File: src/id_pkg.sv
package id_pkg;

  typedef logic [31:0] word_t;
  typedef logic [31:0] instr_t;
  typedef logic [4:0]  reg_addr_t;
  typedef logic [2:0]  alu_op_t;

  localparam alu_op_t ALU_ADD = 3'd0;
  localparam alu_op_t ALU_SUB = 3'd1;
  localparam alu_op_t ALU_SLT = 3'd2;
  localparam alu_op_t ALU_AND = 3'd3;
  localparam alu_op_t ALU_OR  = 3'd4;
  localparam alu_op_t ALU_XOR = 3'd5;

  // major opcodes, bits 31..26
  localparam logic [5:0] OP_MAJ_ALU = 6'h00;
  localparam logic [5:0] OP_MAJ_MEM = 6'h0a;
  localparam logic [5:0] OP_MAJ_B   = 6'h14;
  localparam logic [5:0] OP_MAJ_BEQ = 6'h16;
  localparam logic [5:0] OP_MAJ_BNE = 6'h17;

  // bits 25..22
  localparam logic [3:0] OP_SUB_RR   = 4'h0;
  localparam logic [3:0] OP_SUB_ADDI = 4'ha;
  localparam logic [3:0] OP_SUB_LDW  = 4'h2;
  localparam logic [3:0] OP_SUB_STW  = 4'h6;

  // bits 21..20 select the three-register group
  localparam logic [1:0] OP_GRP_RR  = 2'd1;
  localparam logic [1:0] OP_GRP_DIV = 2'd2;

  // bits 19..15
  localparam logic [4:0] OP_MIN_ADD = 5'h00;
  localparam logic [4:0] OP_MIN_SUB = 5'h02;
  localparam logic [4:0] OP_MIN_SLT = 5'h04;
  localparam logic [4:0] OP_MIN_AND = 5'h09;
  localparam logic [4:0] OP_MIN_OR  = 5'h0a;
  localparam logic [4:0] OP_MIN_XOR = 5'h0b;
  localparam logic [4:0] OP_MIN_DIV = 5'h00;

  // one fetch queue entry
  typedef struct packed {
    word_t  pc;
    instr_t instr;
  } fetch_t;

  typedef struct packed {
    word_t     pc;
    alu_op_t   alu_op;
    word_t     imm;
    reg_addr_t rj_addr;
    reg_addr_t rkd_addr;
    word_t     rj_value;
    word_t     rkd_value;
    reg_addr_t dest;
    logic      gr_we;
    logic      use_rj;
    logic      use_rkd;
    logic      is_load;
    logic      is_store;
    logic      is_branch;
    logic      is_div;
    logic      illegal;
  } decoded_t;

endpackage

File: src/id_decoder.sv
`timescale 1ns/1ps

module id_decoder (
  input  id_pkg::fetch_t    entry,
  input  id_pkg::word_t     rj_data,
  input  id_pkg::word_t     rkd_data,
  output id_pkg::reg_addr_t rj_addr,
  output id_pkg::reg_addr_t rkd_addr,
  output id_pkg::decoded_t  dec
);
  import id_pkg::*;

  instr_t     instr;
  logic [5:0] op_maj;
  logic [3:0] op_sub;
  logic [1:0] op_grp;
  logic [4:0] op_min;
  reg_addr_t  rd;
  reg_addr_t  rj;
  reg_addr_t  rk;

  logic rr_group;
  logic inst_add_w;
  logic inst_sub_w;
  logic inst_slt;
  logic inst_and;
  logic inst_or;
  logic inst_xor;
  logic inst_addi_w;
  logic inst_ld_w;
  logic inst_st_w;
  logic inst_beq;
  logic inst_bne;
  logic inst_b;
  logic inst_div_w;
  logic inst_rr;
  logic legal;
  logic src_is_rd;
  logic need_si12;
  logic need_si16;

  alu_op_t alu_op;
  word_t   imm;

  assign instr  = entry.instr;
  assign op_maj = instr[31:26];
  assign op_sub = instr[25:22];
  assign op_grp = instr[21:20];
  assign op_min = instr[19:15];
  assign rd     = instr[4:0];
  assign rj     = instr[9:5];
  assign rk     = instr[14:10];

  assign rr_group = (op_maj == OP_MAJ_ALU) && (op_sub == OP_SUB_RR) && (op_grp == OP_GRP_RR);

  assign inst_add_w  = rr_group && (op_min == OP_MIN_ADD);
  assign inst_sub_w  = rr_group && (op_min == OP_MIN_SUB);
  assign inst_slt    = rr_group && (op_min == OP_MIN_SLT);
  assign inst_and    = rr_group && (op_min == OP_MIN_AND);
  assign inst_or     = rr_group && (op_min == OP_MIN_OR);
  assign inst_xor    = rr_group && (op_min == OP_MIN_XOR);
  assign inst_div_w  = (op_maj == OP_MAJ_ALU) && (op_sub == OP_SUB_RR) &&
                       (op_grp == OP_GRP_DIV) && (op_min == OP_MIN_DIV);
  assign inst_addi_w = (op_maj == OP_MAJ_ALU) && (op_sub == OP_SUB_ADDI);
  assign inst_ld_w   = (op_maj == OP_MAJ_MEM) && (op_sub == OP_SUB_LDW);
  assign inst_st_w   = (op_maj == OP_MAJ_MEM) && (op_sub == OP_SUB_STW);
  assign inst_beq    = (op_maj == OP_MAJ_BEQ);
  assign inst_bne    = (op_maj == OP_MAJ_BNE);
  assign inst_b      = (op_maj == OP_MAJ_B);

  assign inst_rr = inst_add_w || inst_sub_w || inst_slt || inst_and || inst_or || inst_xor;
  assign legal   = inst_rr || inst_div_w || inst_addi_w || inst_ld_w || inst_st_w ||
                   inst_beq || inst_bne || inst_b;

  // stores and compares read rd as the second source
  assign src_is_rd = inst_st_w || inst_beq || inst_bne;
  assign rj_addr   = rj;
  assign rkd_addr  = src_is_rd ? rd : rk;

  assign need_si12 = inst_addi_w || inst_ld_w || inst_st_w;
  assign need_si16 = inst_beq || inst_bne;

  always_comb
  begin
    if (need_si12)
      imm = {{20{instr[21]}}, instr[21:10]};
    else if (need_si16)
      imm = {{16{instr[25]}}, instr[25:10]};
    else if (inst_b)
      imm = {{6{instr[9]}}, instr[9:0], instr[25:10]};
    else
      imm = '0;
  end

  always_comb
  begin
    alu_op = ALU_ADD;
    if (inst_sub_w || inst_beq || inst_bne)
      alu_op = ALU_SUB;
    else if (inst_slt)
      alu_op = ALU_SLT;
    else if (inst_and)
      alu_op = ALU_AND;
    else if (inst_or)
      alu_op = ALU_OR;
    else if (inst_xor)
      alu_op = ALU_XOR;
  end

  always_comb
  begin
    dec.pc        = entry.pc;
    dec.alu_op    = alu_op;
    dec.imm       = imm;
    dec.rj_addr   = rj_addr;
    dec.rkd_addr  = rkd_addr;
    dec.rj_value  = rj_data;
    dec.rkd_value = rkd_data;
    dec.dest      = rd;
    // an illegal encoding neither reads nor writes registers
    dec.gr_we     = legal && !(inst_st_w || inst_beq || inst_bne || inst_b);
    dec.use_rj    = legal && !inst_b;
    dec.use_rkd   = inst_rr || inst_div_w || inst_st_w || inst_beq || inst_bne;
    dec.is_load   = inst_ld_w;
    dec.is_store  = inst_st_w;
    dec.is_branch = inst_beq || inst_bne || inst_b;
    dec.is_div    = inst_div_w;
    dec.illegal   = !legal;
  end

endmodule

File: src/id_stage.sv
`timescale 1ns/1ps

module id_stage (
  input  logic              clk,
  input  logic              rst,

  // fetch queue
  input  id_pkg::fetch_t    if_entry0,
  input  id_pkg::fetch_t    if_entry1,
  input  logic              if_valid0,
  input  logic              if_valid1,
  output logic [1:0]        if_pop,

  // register file, four read ports
  output id_pkg::reg_addr_t read_addr0,
  output id_pkg::reg_addr_t read_addr1,
  output id_pkg::reg_addr_t read_addr2,
  output id_pkg::reg_addr_t read_addr3,
  input  id_pkg::word_t     read_data0,
  input  id_pkg::word_t     read_data1,
  input  id_pkg::word_t     read_data2,
  input  id_pkg::word_t     read_data3,

  // execute
  input  logic              exe_ready,
  input  logic              flush,
  output id_pkg::decoded_t  exe_instr0,
  output id_pkg::decoded_t  exe_instr1,
  output logic              exe_valid0,
  output logic              exe_valid1
);
  import id_pkg::*;

  decoded_t dec0;
  decoded_t dec1;
  logic     issue_valid0;
  logic     issue_valid1;

  // slot 0 uses ports 0 and 1
  id_decoder dec_u0 (
    .entry    (if_entry0),
    .rj_data  (read_data0),
    .rkd_data (read_data1),
    .rj_addr  (read_addr0),
    .rkd_addr (read_addr1),
    .dec      (dec0)
  );

  // slot 1 uses ports 2 and 3
  id_decoder dec_u1 (
    .entry    (if_entry1),
    .rj_data  (read_data2),
    .rkd_data (read_data3),
    .rj_addr  (read_addr2),
    .rkd_addr (read_addr3),
    .dec      (dec1)
  );

  issue_pair_check pair_chk_u (
    .dec0         (dec0),
    .dec1         (dec1),
    .if_valid0    (if_valid0),
    .if_valid1    (if_valid1),
    .exe_ready    (exe_ready),
    .issue_valid0 (issue_valid0),
    .issue_valid1 (issue_valid1),
    .if_pop       (if_pop)
  );

  issue_reg issue_reg_u (
    .clk          (clk),
    .rst          (rst),
    .flush        (flush),
    .exe_ready    (exe_ready),
    .dec0         (dec0),
    .dec1         (dec1),
    .issue_valid0 (issue_valid0),
    .issue_valid1 (issue_valid1),
    .exe_instr0   (exe_instr0),
    .exe_instr1   (exe_instr1),
    .exe_valid0   (exe_valid0),
    .exe_valid1   (exe_valid1)
  );

endmodule

File: src/issue_pair_check.sv
`timescale 1ns/1ps

module issue_pair_check (
  input  id_pkg::decoded_t dec0,
  input  id_pkg::decoded_t dec1,
  input  logic             if_valid0,
  input  logic             if_valid1,
  input  logic             exe_ready,
  output logic             issue_valid0,
  output logic             issue_valid1,
  output logic [1:0]       if_pop
);
  import id_pkg::*;

  logic mem0;
  logic mem1;
  logic writes_reg0;
  logic rj_hit;
  logic rkd_hit;
  logic branch_after_long;
  logic raw_hazard;
  logic both_mem;
  logic both_div;
  logic any_illegal;
  logic need_single;

  assign mem0 = dec0.is_load || dec0.is_store;
  assign mem1 = dec1.is_load || dec1.is_store;

  // r0 is hardwired to zero, so writing it never creates a dependency
  assign writes_reg0 = dec0.gr_we && (dec0.dest != reg_addr_t'(0));
  assign rj_hit      = dec1.use_rj && (dec1.rj_addr == dec0.dest);
  assign rkd_hit     = dec1.use_rkd && (dec1.rkd_addr == dec0.dest);
  assign raw_hazard  = writes_reg0 && (rj_hit || rkd_hit);

  assign branch_after_long = dec1.is_branch && (mem0 || dec0.is_div);
  assign both_mem          = mem0 && mem1;
  assign both_div          = dec0.is_div && dec1.is_div;
  assign any_illegal       = dec0.illegal || dec1.illegal;

  assign need_single = branch_after_long || raw_hazard || both_mem ||
                       both_div || any_illegal;

  assign issue_valid0 = if_valid0;
  assign issue_valid1 = if_valid1 && !need_single;

  // pop what execute accepts this cycle
  assign if_pop[0] = issue_valid0 && exe_ready;
  assign if_pop[1] = issue_valid1 && exe_ready;

endmodule

File: src/issue_reg.sv
`timescale 1ns/1ps

module issue_reg (
  input  logic             clk,
  input  logic             rst,
  input  logic             flush,
  input  logic             exe_ready,
  input  id_pkg::decoded_t dec0,
  input  id_pkg::decoded_t dec1,
  input  logic             issue_valid0,
  input  logic             issue_valid1,
  output id_pkg::decoded_t exe_instr0,
  output id_pkg::decoded_t exe_instr1,
  output logic             exe_valid0,
  output logic             exe_valid1
);
  import id_pkg::*;

  decoded_t instr0_q;
  decoded_t instr1_q;
  logic     valid0_q;
  logic     valid1_q;

  always_ff @(posedge clk)
  begin
    if (rst || flush)
    begin
      instr0_q <= '0;
      instr1_q <= '0;
      valid0_q <= 1'b0;
      valid1_q <= 1'b0;
    end
    else if (exe_ready)
    begin
      instr0_q <= dec0;
      instr1_q <= dec1;
      valid0_q <= issue_valid0;
      valid1_q <= issue_valid1;
    end
    // otherwise hold while execute stalls
  end

  assign exe_instr0 = instr0_q;
  assign exe_instr1 = instr1_q;
  assign exe_valid0 = valid0_q;
  assign exe_valid1 = valid1_q;

endmodule

File: config.mk
export PLATFORM = sky130hd
export DESIGN_NAME = id_stage
export DESIGN_NICKNAME = d
export VERILOG_FILES = /design/src/id_pkg.sv /design/src/id_decoder.sv /design/src/id_stage.sv /design/src/issue_pair_check.sv /design/src/issue_reg.sv
export SDC_FILE = /design/constraint.sdc
export NUM_CORES = 1
export LEC_CHECK = 0
export BUFFER_PORTS_ARGS = -buffer_cell sky130_fd_sc_hd__buf_2
export CAP_MARGIN = 10
export CELL_PAD_IN_SITES_DETAIL_PLACEMENT = 1
export CELL_PAD_IN_SITES_GLOBAL_PLACEMENT = 2
export CORE_AREA = 2 2 230 232
export CTS_BUF_LIST = sky130_fd_sc_hd__clkbuf_16
export CTS_CLUSTER_SIZE = 8
export DETAILED_ROUTE_END_ITERATION = 8
export DIE_AREA = 0 0 232 234
export PLACE_DENSITY_LB_ADDON = 0.08
export SLEW_MARGIN = 20
export SYNTH_ARGS = -nofsm -noshare
export SYNTH_HDL_FRONTEND = slang
export SYNTH_SLANG_ARGS = --single-unit
File: constraint.sdc
create_clock -name clk -period 3.2 [get_ports clk]
set_input_delay 0.16 -clock clk [delete_from_list [all_inputs] [get_ports clk]]
set_output_delay 0.16 -clock clk [all_outputs]
set_load 0.01 [all_outputs]
Word-level counts from Yosys, hierarchy flattened
Cells that the tools add are included.
{ "word_totals": {"regBits": 310, "output_inout_bits": 332, "input_bits": 262, "word_cells": 194} }
{ "op_classes": {"reduce_logical": 112, "muxes": 18, "eq_ne": 30} }
{ "op_table": {"columns": ["cell", "count"], "rows": [
  ["$mux 32", 6],
  ["$logic_or 1x1->1", 58],
  ["$logic_and 1x1->1", 40],
  ["$eq 6x5->1 const B", 6],
  ["$eq 5x4->1 const B", 6],
  ["$mux 3", 10],
  ["$eq 6x4->1 const B", 2],
  ["$logic_not 6->1", 2],
  ["$eq 5x2->1 const B", 2],
  ["$eq 5x3->1 const B", 2],
  ["$eq 5x5->1", 2],
  ["$logic_not 5->1", 2],
  ["$mux 5", 2],
  ["$eq 4x2->1 const B", 2],
  ["$eq 4x3->1 const B", 2],
  ["$eq 4x4->1 const B", 2],
  ["$logic_not 4->1", 2],
  ["$logic_not 1->1", 7],
  ["$reduce_bool 5->1", 1],
  ["$eq 2x1->1 const B", 2],
  ["$eq 2x2->1 const B", 2]
]} }

Longest topological paths before layout
Gate-level depths: netlist of run 1.
{ "logic_depth": {"word_depth": 27, "depth_mapped": 8, "ltp_nobuf": 7} }

Hierarchy
Synthesis of run 1 repeated with hierarchy kept, for this count alone.
{ "unflattened": {"cells_unflattened": 1469, "area_unflattened_um2": 14367.5} }
{ "by_module_without_submodules": {"columns": ["mod", "cells_each", "n_inst", "area_each_um2", "seq_area_each_um2"], "rows": [
  ["issue_reg", 1001, 1, 11116.9, 6206.0],
  ["id_decoder", 221, 2, 1531.5, 0.0],
  ["issue_pair_check", 26, 1, 187.7, 0.0]
]} }

Worst setup path after synthesis of run 1
OpenSTA, ideal clock, no wires.
{ "synth_timing": {"kind": "input-to-output", "startpoint": "in if_entry1[22] (netlist bit)", "endpoint": "out if_pop[1]", "slack_ns": 0.649, "arrival_time_ns": 2.391, "t_required_ns": 3.040, "n_path_buf": 0, "path_stages": 7, "path_cell_list": "or4_4 > or4_1 > o311a_2 > a221o_1 > or4_4 > nor4_4 > nor2_1"} }
{ "synth_via": {"elab_chain_cells": 27, "elab_cells_between_ends": 53, "classes_between": "eq/ne: 4; mux: 1; reduce/logical: 48"} }
{ "synth_lines": {"columns": ["element", "line", "rtl"], "rows": [
  ["start, declared", "id_stage.sv:9", "input id_pkg::fetch_t if_entry1,"],
  ["$logic_not 4->1", "id_decoder.sv:54, id_decoder.sv:62", null],
  ["$logic_and 1x1->1", "id_decoder.sv:54, id_decoder.sv:62", null],
  ["$logic_and 1x1->1", "id_decoder.sv:54", "assign rr_group = (op_maj == OP_MAJ_ALU) && (op_sub == OP_SUB_RR) && (op_grp == OP_GRP_RR);"],
  ["$logic_and 1x1->1 (on tied branches)", "id_decoder.sv:56, id_decoder.sv:57", null],
  ["$logic_or 1x1->1 (5 in series)", "id_decoder.sv:71", "assign inst_rr = inst_add_w || inst_sub_w || inst_slt || inst_and || inst_or || inst_xor;"],
  ["$logic_or 1x1->1", "id_decoder.sv:72, id_decoder.sv:123", null],
  ["$logic_or 1x1->1 (4 in series)", "id_decoder.sv:72", "assign legal = inst_rr || inst_div_w || inst_addi_w || inst_ld_w || inst_st_w ||"],
  ["$logic_or 1x1->1 (2 in series)", "id_decoder.sv:73", "inst_beq || inst_bne || inst_b;"],
  ["$logic_and 1x1->1", "id_decoder.sv:122", "dec.use_rj = legal && !inst_b;"],
  ["$logic_and 1x1->1", "issue_pair_check.sv:32", "assign rj_hit = dec1.use_rj && (dec1.rj_addr == dec0.dest);"],
  ["$logic_or 1x1->1", "issue_pair_check.sv:34", "assign raw_hazard = writes_reg0 && (rj_hit || rkd_hit);"],
  ["$logic_and 1x1->1", "issue_pair_check.sv:34", null],
  ["$logic_or 1x1->1 (3 in series)", "issue_pair_check.sv:41", "assign need_single = branch_after_long || raw_hazard || both_mem ||"],
  ["$logic_or 1x1->1 (*)", "issue_pair_check.sv:42", "both_div || any_illegal;"],
  ["$logic_not 1->1 (*)", "issue_pair_check.sv:45", "assign issue_valid1 = if_valid1 && !need_single;"],
  ["$logic_and 1x1->1 (*)", "issue_pair_check.sv:45", null],
  ["$logic_and 1x1->1 (*)", "issue_pair_check.sv:49", "assign if_pop[1] = issue_valid1 && exe_ready;"],
  ["end, declared", "id_stage.sv:12", "output logic [1:0] if_pop,"]
]} }
Every way passes the cells marked *; elsewhere a longest branch is shown, timed or not.

Worst setup path after layout of run 1
{ "layout_timing": {"startpoint": "in if_entry1[21] (netlist bit)", "endpoint": "out if_pop[1]"} }
{ "layout_via": {"elab_chain_cells": 26, "elab_cells_between_ends": 41, "classes_between": "eq/ne: 2; reduce/logical: 39"} }
{ "layout_lines": {"columns": ["element", "line"], "rows": [
  ["$eq 2x1->1", "id_decoder.sv:54"],
  ["$logic_and 1x1->1", "id_decoder.sv:54"],
  ["$logic_and 1x1->1 (on tied branches)", "id_decoder.sv:56, id_decoder.sv:57"],
  ["$logic_or 1x1->1 (5 in series)", "id_decoder.sv:71"],
  ["$logic_or 1x1->1", "id_decoder.sv:72, id_decoder.sv:123"],
  ["$logic_or 1x1->1 (4 in series)", "id_decoder.sv:72"],
  ["$logic_or 1x1->1 (2 in series)", "id_decoder.sv:73"],
  ["$logic_and 1x1->1", "id_decoder.sv:122"],
  ["$logic_and 1x1->1", "issue_pair_check.sv:32"],
  ["$logic_or 1x1->1", "issue_pair_check.sv:34"],
  ["$logic_and 1x1->1", "issue_pair_check.sv:34"],
  ["$logic_or 1x1->1 (3 in series)", "issue_pair_check.sv:41"],
  ["$logic_or 1x1->1 (*)", "issue_pair_check.sv:42"],
  ["$logic_not 1->1 (*)", "issue_pair_check.sv:45"],
  ["$logic_and 1x1->1 (*)", "issue_pair_check.sv:45"],
  ["$logic_and 1x1->1 (*)", "issue_pair_check.sv:49"]
]} }
Marked as above.

==> impl_results.md, run 1 <==
- Syn nets: 1,449
- Die H: 234 um
- Pins Over Slew Limit: 0
- Post-route DRC: 0
- First-pass GRT wire length: 76,380 um
- Pin slew with the least headroom to its limit: 969.3 ps
- Max H-tree Level: 2
- Max VDD drop: 0.3086 mV
- Crit path launch type: primary input
- Cell Rows: 84
- EDFF count, synth: 0
- Lkg Pwr: 8.988 nW
- Clk Latency, worst-skew pair: 550 ps
- Final Net Count: 2,243
- Final ANT Viol Nets: 0
- Synth warnings: 0
- Final Cycle Share: 96.28%
- Bufs on Longest Clock Path: 3
- R2r setup slk: 2470 ps
- Synth top area share: 52.26%
- Status: completed
- Max-capacitance violation count: 0
- Post-synthesis cell area: 11,420 um^2
- Fmax: 324.6 MHz
- Overflow after GRT: 0
- GP Congestion: 0.7496
- Worst hold endpoint: issue_reg_u.exe_instr0[105]
- FF+latch count, synth: 298
- Async S/R FF share, synth: 0%
- Pwr per Cell Area: 494.1 nW/um^2
- Setup TNS: 0 ps
- Initial antenna violation count: 3
- Cells on Worst Hold Path: 3
- Required time of the critical path: 3040 ps
- Worst Skew: 0 ps
- FF-to-FF path depth: 2
- Area Growth Syn to Fin: 62.35%
- Total GRT Usage: 18.62%
- Initial drt markers: 297
- R2r startpoint: issue_reg_u.exe_instr0[117]
- Final-report setup violation count: 0
- Register area share after synthesis: 52.26%
- Critical path class: primary input to output port
- Post-Syn Area per Cell: 9.617 um^2
- Core Region: 52,020 um^2
- Yosys cell types: 53
- Worst hold start: if_entry0[2]
- Wire per inst: 19.56 um
- Share of cells above drive strength 1: 34.59%
- Length of the first detailed-routing pass in iterations: 4
- Fill count: 6,136
- Crit path DAT: 2920 ps
- Largest area contributor in the netlist: dfxtp_1
- Clk root buf: clkbuf_16
- Syn Inst Count: 1,187
- TritonCTS Sinks: 298
- Primary FF master, synth: dfxtp_1
- Min Tclk post-route: 3081 ps
- I/O Buffers: 593
- Placed cell count: 2,379
- Area of the multi-input gates: 4917 um^2
- Die footprint: 54,290 um^2
- Final Hold Violating Endpoints: 0
- Largest net degree at the start of global routing: 105
- RR Endpoint: issue_reg_u.exe_instr0[117]
- Die width: 232 um
- Hold Path Class: primary input to flop
- Most numerous cell in the Yosys netlist: dfxtp_1
- CTS Buf Count: 43
- Clock-pin slew on the worst setup and hold paths: 50 ps
- Commonest cells in the synthesized netlist: dfxtp_1, nor2_1, mux2i_1
- Hpwl dp: 38,500 um
- CTS tree: yes
- Slew HR: 35.24%
- IO Pins: 594
- Routed vias/inst: 4.322
- RSZ-0062 raised after global routing: false
- Vias in the first global route: 12,170
- Starting density of the core: 21.94%
- Main area contributors after synthesis: dfxtp_1, mux2i_1, nor2_1, a21oi_1, buf_4
- Total Routed Length: 52,320 um
- Final total power: 9.157 mW
- Fin cells: 2,675
- Reg area: 5966 um^2
- Vias post-DR: 11,560
- CP Capture Type: output port
- CP max FO: 4
## registers in the layout, summed over array words and instances (netlist names)
name                    cells
issue_reg_u.exe_valid0      1
issue_reg_u.exe_valid1      1
issue_reg_u.exe_instr0    148
issue_reg_u.exe_instr1    148
## power breakdown
group	total (mW)	switching, mW	internal (mW)
sequential	3.88	0.0536	3.83
clock	4.09	1.67	2.41
combinational	1.19	0.596	0.592
total	9.16	2.32	6.83
## stage by stage
stage	util, %	area (um^2)	hold slack [ps]	setup WS (ps)
finish	35.63	18530	31.30	119.2
global route	35.62	18530	16.23	1.543
CTS	35.48	18460	7.293	4.037
detailed placement	28.61	14880	404.0	224.6
global placement	28.61	14880	391.9	229.1
floorplan	-	11420	298.0	649.4
## cell usage in the layout (no fill, tap or decap), types with 3 or more instances in the layout
master	count
xnor2_1	4
dlygate4sd3_1	243
or4_4	3
a22oi_1	24
nor4_1	5
or2_2	3
or3_1	4
a211oi_1	3
nand2_1	43
o21ai_0	36
inv_1	12
mux2i_1	217
mux2_2	8
buf_4	16
clkbuf_16	44
dfxtp_1	298
buf_12	4
nor2_1	284
buf_2	591
xor2_1	4
a21oi_1	53
nor3_1	26
nand3_1	13
## area by class of cell
cell class,count,share of cell area [%]
clock inverters,6,0.2160
repair buffers,855,30.24
clock buffers,44,5.941
diodes,1,0.01350
flip-flops and latches,298,32.19
well taps,688,4.645
multi-input cells,772,26.53
inverters,11,0.2228
## worst max-delay path: stages
cell and delay [ps]:
dlygate4sd3_1 550, buf_2 150, nand2b_1 190, a2111oi_0 460, o31a_1 260, a221oi_1 100, or4_4 560, nor4_4 270
nor2_1 70, buf_2 150
## worst max path at each step
stage | start | endpoint | slack [ps] | cells after the start
after floorplan | if_entry1[22] | if_pop[1] | 650 | 7
after detailed placement | if_entry1[22] | if_pop[1] | 220 | 9
after CTS | if_entry0[21] | if_pop[1] | 4 | 10
after global placement | if_entry1[22] | if_pop[1] | 230 | 9
final | if_entry1[21] | if_pop[1] | 120 | 10
after global routing | if_entry1[24] | if_pop[1] | 2 | 10
## logic make-up (layout without fill, tap and decap cells)
family / after synthesis / in the layout / share of synthesized area [%]
AOI/OAI and AO/OA: 132 / 132 / 6.828
xor gates and xnor gates: 8 / 8 / 0.6137
buffers and inverters: 117 / 916 / 5.206
DFF: 298 / 298 / 52.26
muxes: 225 / 225 / 19.82
other: 0 / 1 / 0
and+or+nand+nor: 407 / 407 / 15.28
## per-layer routing
| metal | vias up | wire, um | GRT usage, % |
|---|---|---|---|
| met5 | - | 13 | 0 |
| met4 | 2 | 1733 | 6.931 |
| met3 | 84 | 3676 | 5.751 |
| met2 | 338 | 26130 | 32.47 |
| met1 | 5555 | 20770 | 21.35 |
| li1 | 5582 | - | - |
## timing repair
item | in CTS | in global routing
gates resized for setup | 0 | 9
hold buffers | 243 | 0
hold endpoints to repair | 261 | 0
setup endpoints to repair | 0 | 1
buffers inserted | 0 | 3
(Power assumes the default switching activity.)
==> inputs of run 2 (changes only) <==
PLACE_DENSITY_LB_ADDON = 0.1   (was 0.08)
==> run 2 against run 1 <==
Compared with the run above:
- combinational power hardly changed
- sequential share of layout area is 0.12 points lower
- critical path depth is 1 lower
- sequential power hardly changed
- count of clock-buffer cells in the layout is 1 lower
- power is 0.14% lower
- worst setup slack worse by 35 ps
- final cell count is 0.34% higher
- flip-flop and latch count stayed put
- wire length is 0.59% higher
- final area is 0.38% higher
- largest cell class unchanged
==> impl_results.md, run 2 (synthesized netlist as in run 1, its figures left out) <==
- Status: completed
- Clock-pin slew on the worst setup and hold paths: 50 ps
- Most frequent cells in the layout: buf_2, dfxtp_1, nor2_1, dlygate4sd3_1, mux2i_1
- Cells on Worst Hold Path: 3
- Setup ws final: 83.95 ps
- RR Endpoint: issue_reg_u.exe_instr0[48]
- Routed vias/inst: 4.295
- Clock Power Share: 44.4%
- Final Cycle Share: 97.38%
- Hold Path Class: primary input to flop
- Bufs on Longest Clock Path: 3
- Pin slew with the least headroom to its limit: 969.8 ps
- Post-route DRC: 0
- Initial antenna violation count: 3
- Share of cells above drive strength 1: 34.75%
- Hpwl dp: 38,460 um
- Vias post-DR: 11,530
- Die footprint: 54,290 um^2
- Slew HR: 35.21%
- Lkg Pwr: 9.013 nW
- Wire per inst: 19.61 um
- Crit path DAT: 2960 ps
- Die width: 232 um
- Most common cell after layout, fill and taps aside: buf_2
- Length of the first detailed-routing pass in iterations: 4
- Core Region: 52,020 um^2
- Worst setup path startpoint: if_entry1[25]
- Final-report setup violation count: 0
- TritonCTS Sinks: 298
- I/O Buffers: 593
- Area Growth Syn to Fin: 62.98%
- Area after DPL: 14,870 um^2
- Post-place setup slack: 229.3 ps
- Final total power: 9.144 mW
- Max H-tree Level: 2
- CTS Buf Count: 43
- Internal power: 6.793 mW
- Final ANT Viol Nets: 0
- Register share of total power: 42.4%
- Fmax: 320.9 MHz
- Pins Over Slew Limit: 0
- GP Congestion: 0.7660
- Fill count: 6,132
- Pwr per Cell Area: 491.5 nW/um^2
- Sw power: 2.351 mW
- Finished Cell Area: 18,610 um^2
- Required time of the critical path: 3040 ps
- Overflow after GRT: 0
- FF-to-FF path depth: 3
- Crit path launch type: primary input
- R2r setup slk: 2020 ps
- CP max FO: 5
- Total Routed Length: 52,630 um
- IO Pins: 594
- Clk Latency, worst-skew pair: 540 ps
- Clk root buf: clkbuf_16
- Final Net Count: 2,251
- Min Tclk post-route: 3116 ps
- First-pass GRT wire length: 75,920 um
- Vias in the first global route: 12,150
- CP Capture Type: output port
- Max VDD drop: 0.2861 mV
- Sw frac: 25.71%
- CP Capture Point: if_pop[1]
- Initial drt markers: 305
- Final core occ: 35.76%
- Total GRT Usage: 18.57%
- Starting density of the core: 21.94%
- Final Hold Violating Endpoints: 0
- Critical path class: primary input to output port
- Cell Rows: 84
- Die H: 234 um
- Combinational share of power: 13.1%
- Largest net degree at the start of global routing: 100
- Worst Skew: 0 ps
- CTS tree: yes
- R2r startpoint: issue_reg_u.exe_instr0[48]
- Max-capacitance violation count: 0
[run 2: worst min path at each step]
stage / from / to / slack [ps]
global placement: read_data2[22] / issue_reg_u.exe_instr1[67] / 390
floorplan: if_entry1[23] / issue_reg_u.exe_instr1[100] / 300
global route: if_entry0[1] / issue_reg_u.exe_instr0[104] / 30
CTS: if_entry0[2] / issue_reg_u.exe_instr0[105] / 10
finish: if_entry0[1] / issue_reg_u.exe_instr0[104] / 50
detailed placement: read_data1[13] / issue_reg_u.exe_instr0[26] / 400
[run 2: critical path, cell delays in order]
cell	delay [ps]
dlygate4sd3_1	640
nand3b_1	260
or4_1	440
o311a_4	170
a221o_1	360
or4_4	430
nor4_4	260
nor2_1	60
buf_2	160
[run 2: power by group through the flow]
| stage | logic, mW | registers, mW | clock network, mW |
|---|---|---|---|
| detailed placement | 0.958 | 3.95 | 0 |
| finish | 1.20 | 3.88 | 4.06 |
| global route | 1.31 | 3.89 | 4.41 |
| floorplan | 0.441 | 4.00 | 0 |
| global placement | 0.949 | 3.95 | 0 |
| CTS | 1.21 | 3.88 | 4.25 |
[run 2: timing repair]
item                       CTS  global route
hold buffers               247             0
resized for setup            0            17
hold endpoints to repair   265             0
setup buffers                0             5
setup endpoints to repair    0             1
[run 2: layout make-up]
cell class	count	area (um^2)	area share (%)
multi-input cells	772	4949	26.60
well taps	688	860.8	4.627
inverters	11	41.29	0.2219
repair buffers	863	5657	30.40
flip-flops and latches	298	5966	32.06
diodes	2	5.005	0.02690
clock inverters	7	51.30	0.2757
clock buffers	43	1076	5.783
[run 2: through the flow]
step	TNS (ps)	hold slack, ps	instances
3_3_place_gp	0	392.6	2381
5_1_grt	-10.06	30.30	2684
3_5_place_dp	0	403.5	2381
2_1_floorplan	0	298.0	1187
4_1_cts	0	12.05	2678
6_report	0	48.69	2684
[run 2: routing by layer]
metal,track usage [%],vias to the layer above,share of wire (%)
li1,-,5591,-
met1,21.47,5522,40
met2,32.32,338,50
met3,5.776,74,7.1
met4,6.530,2,2.8
met5,0,-,0.013
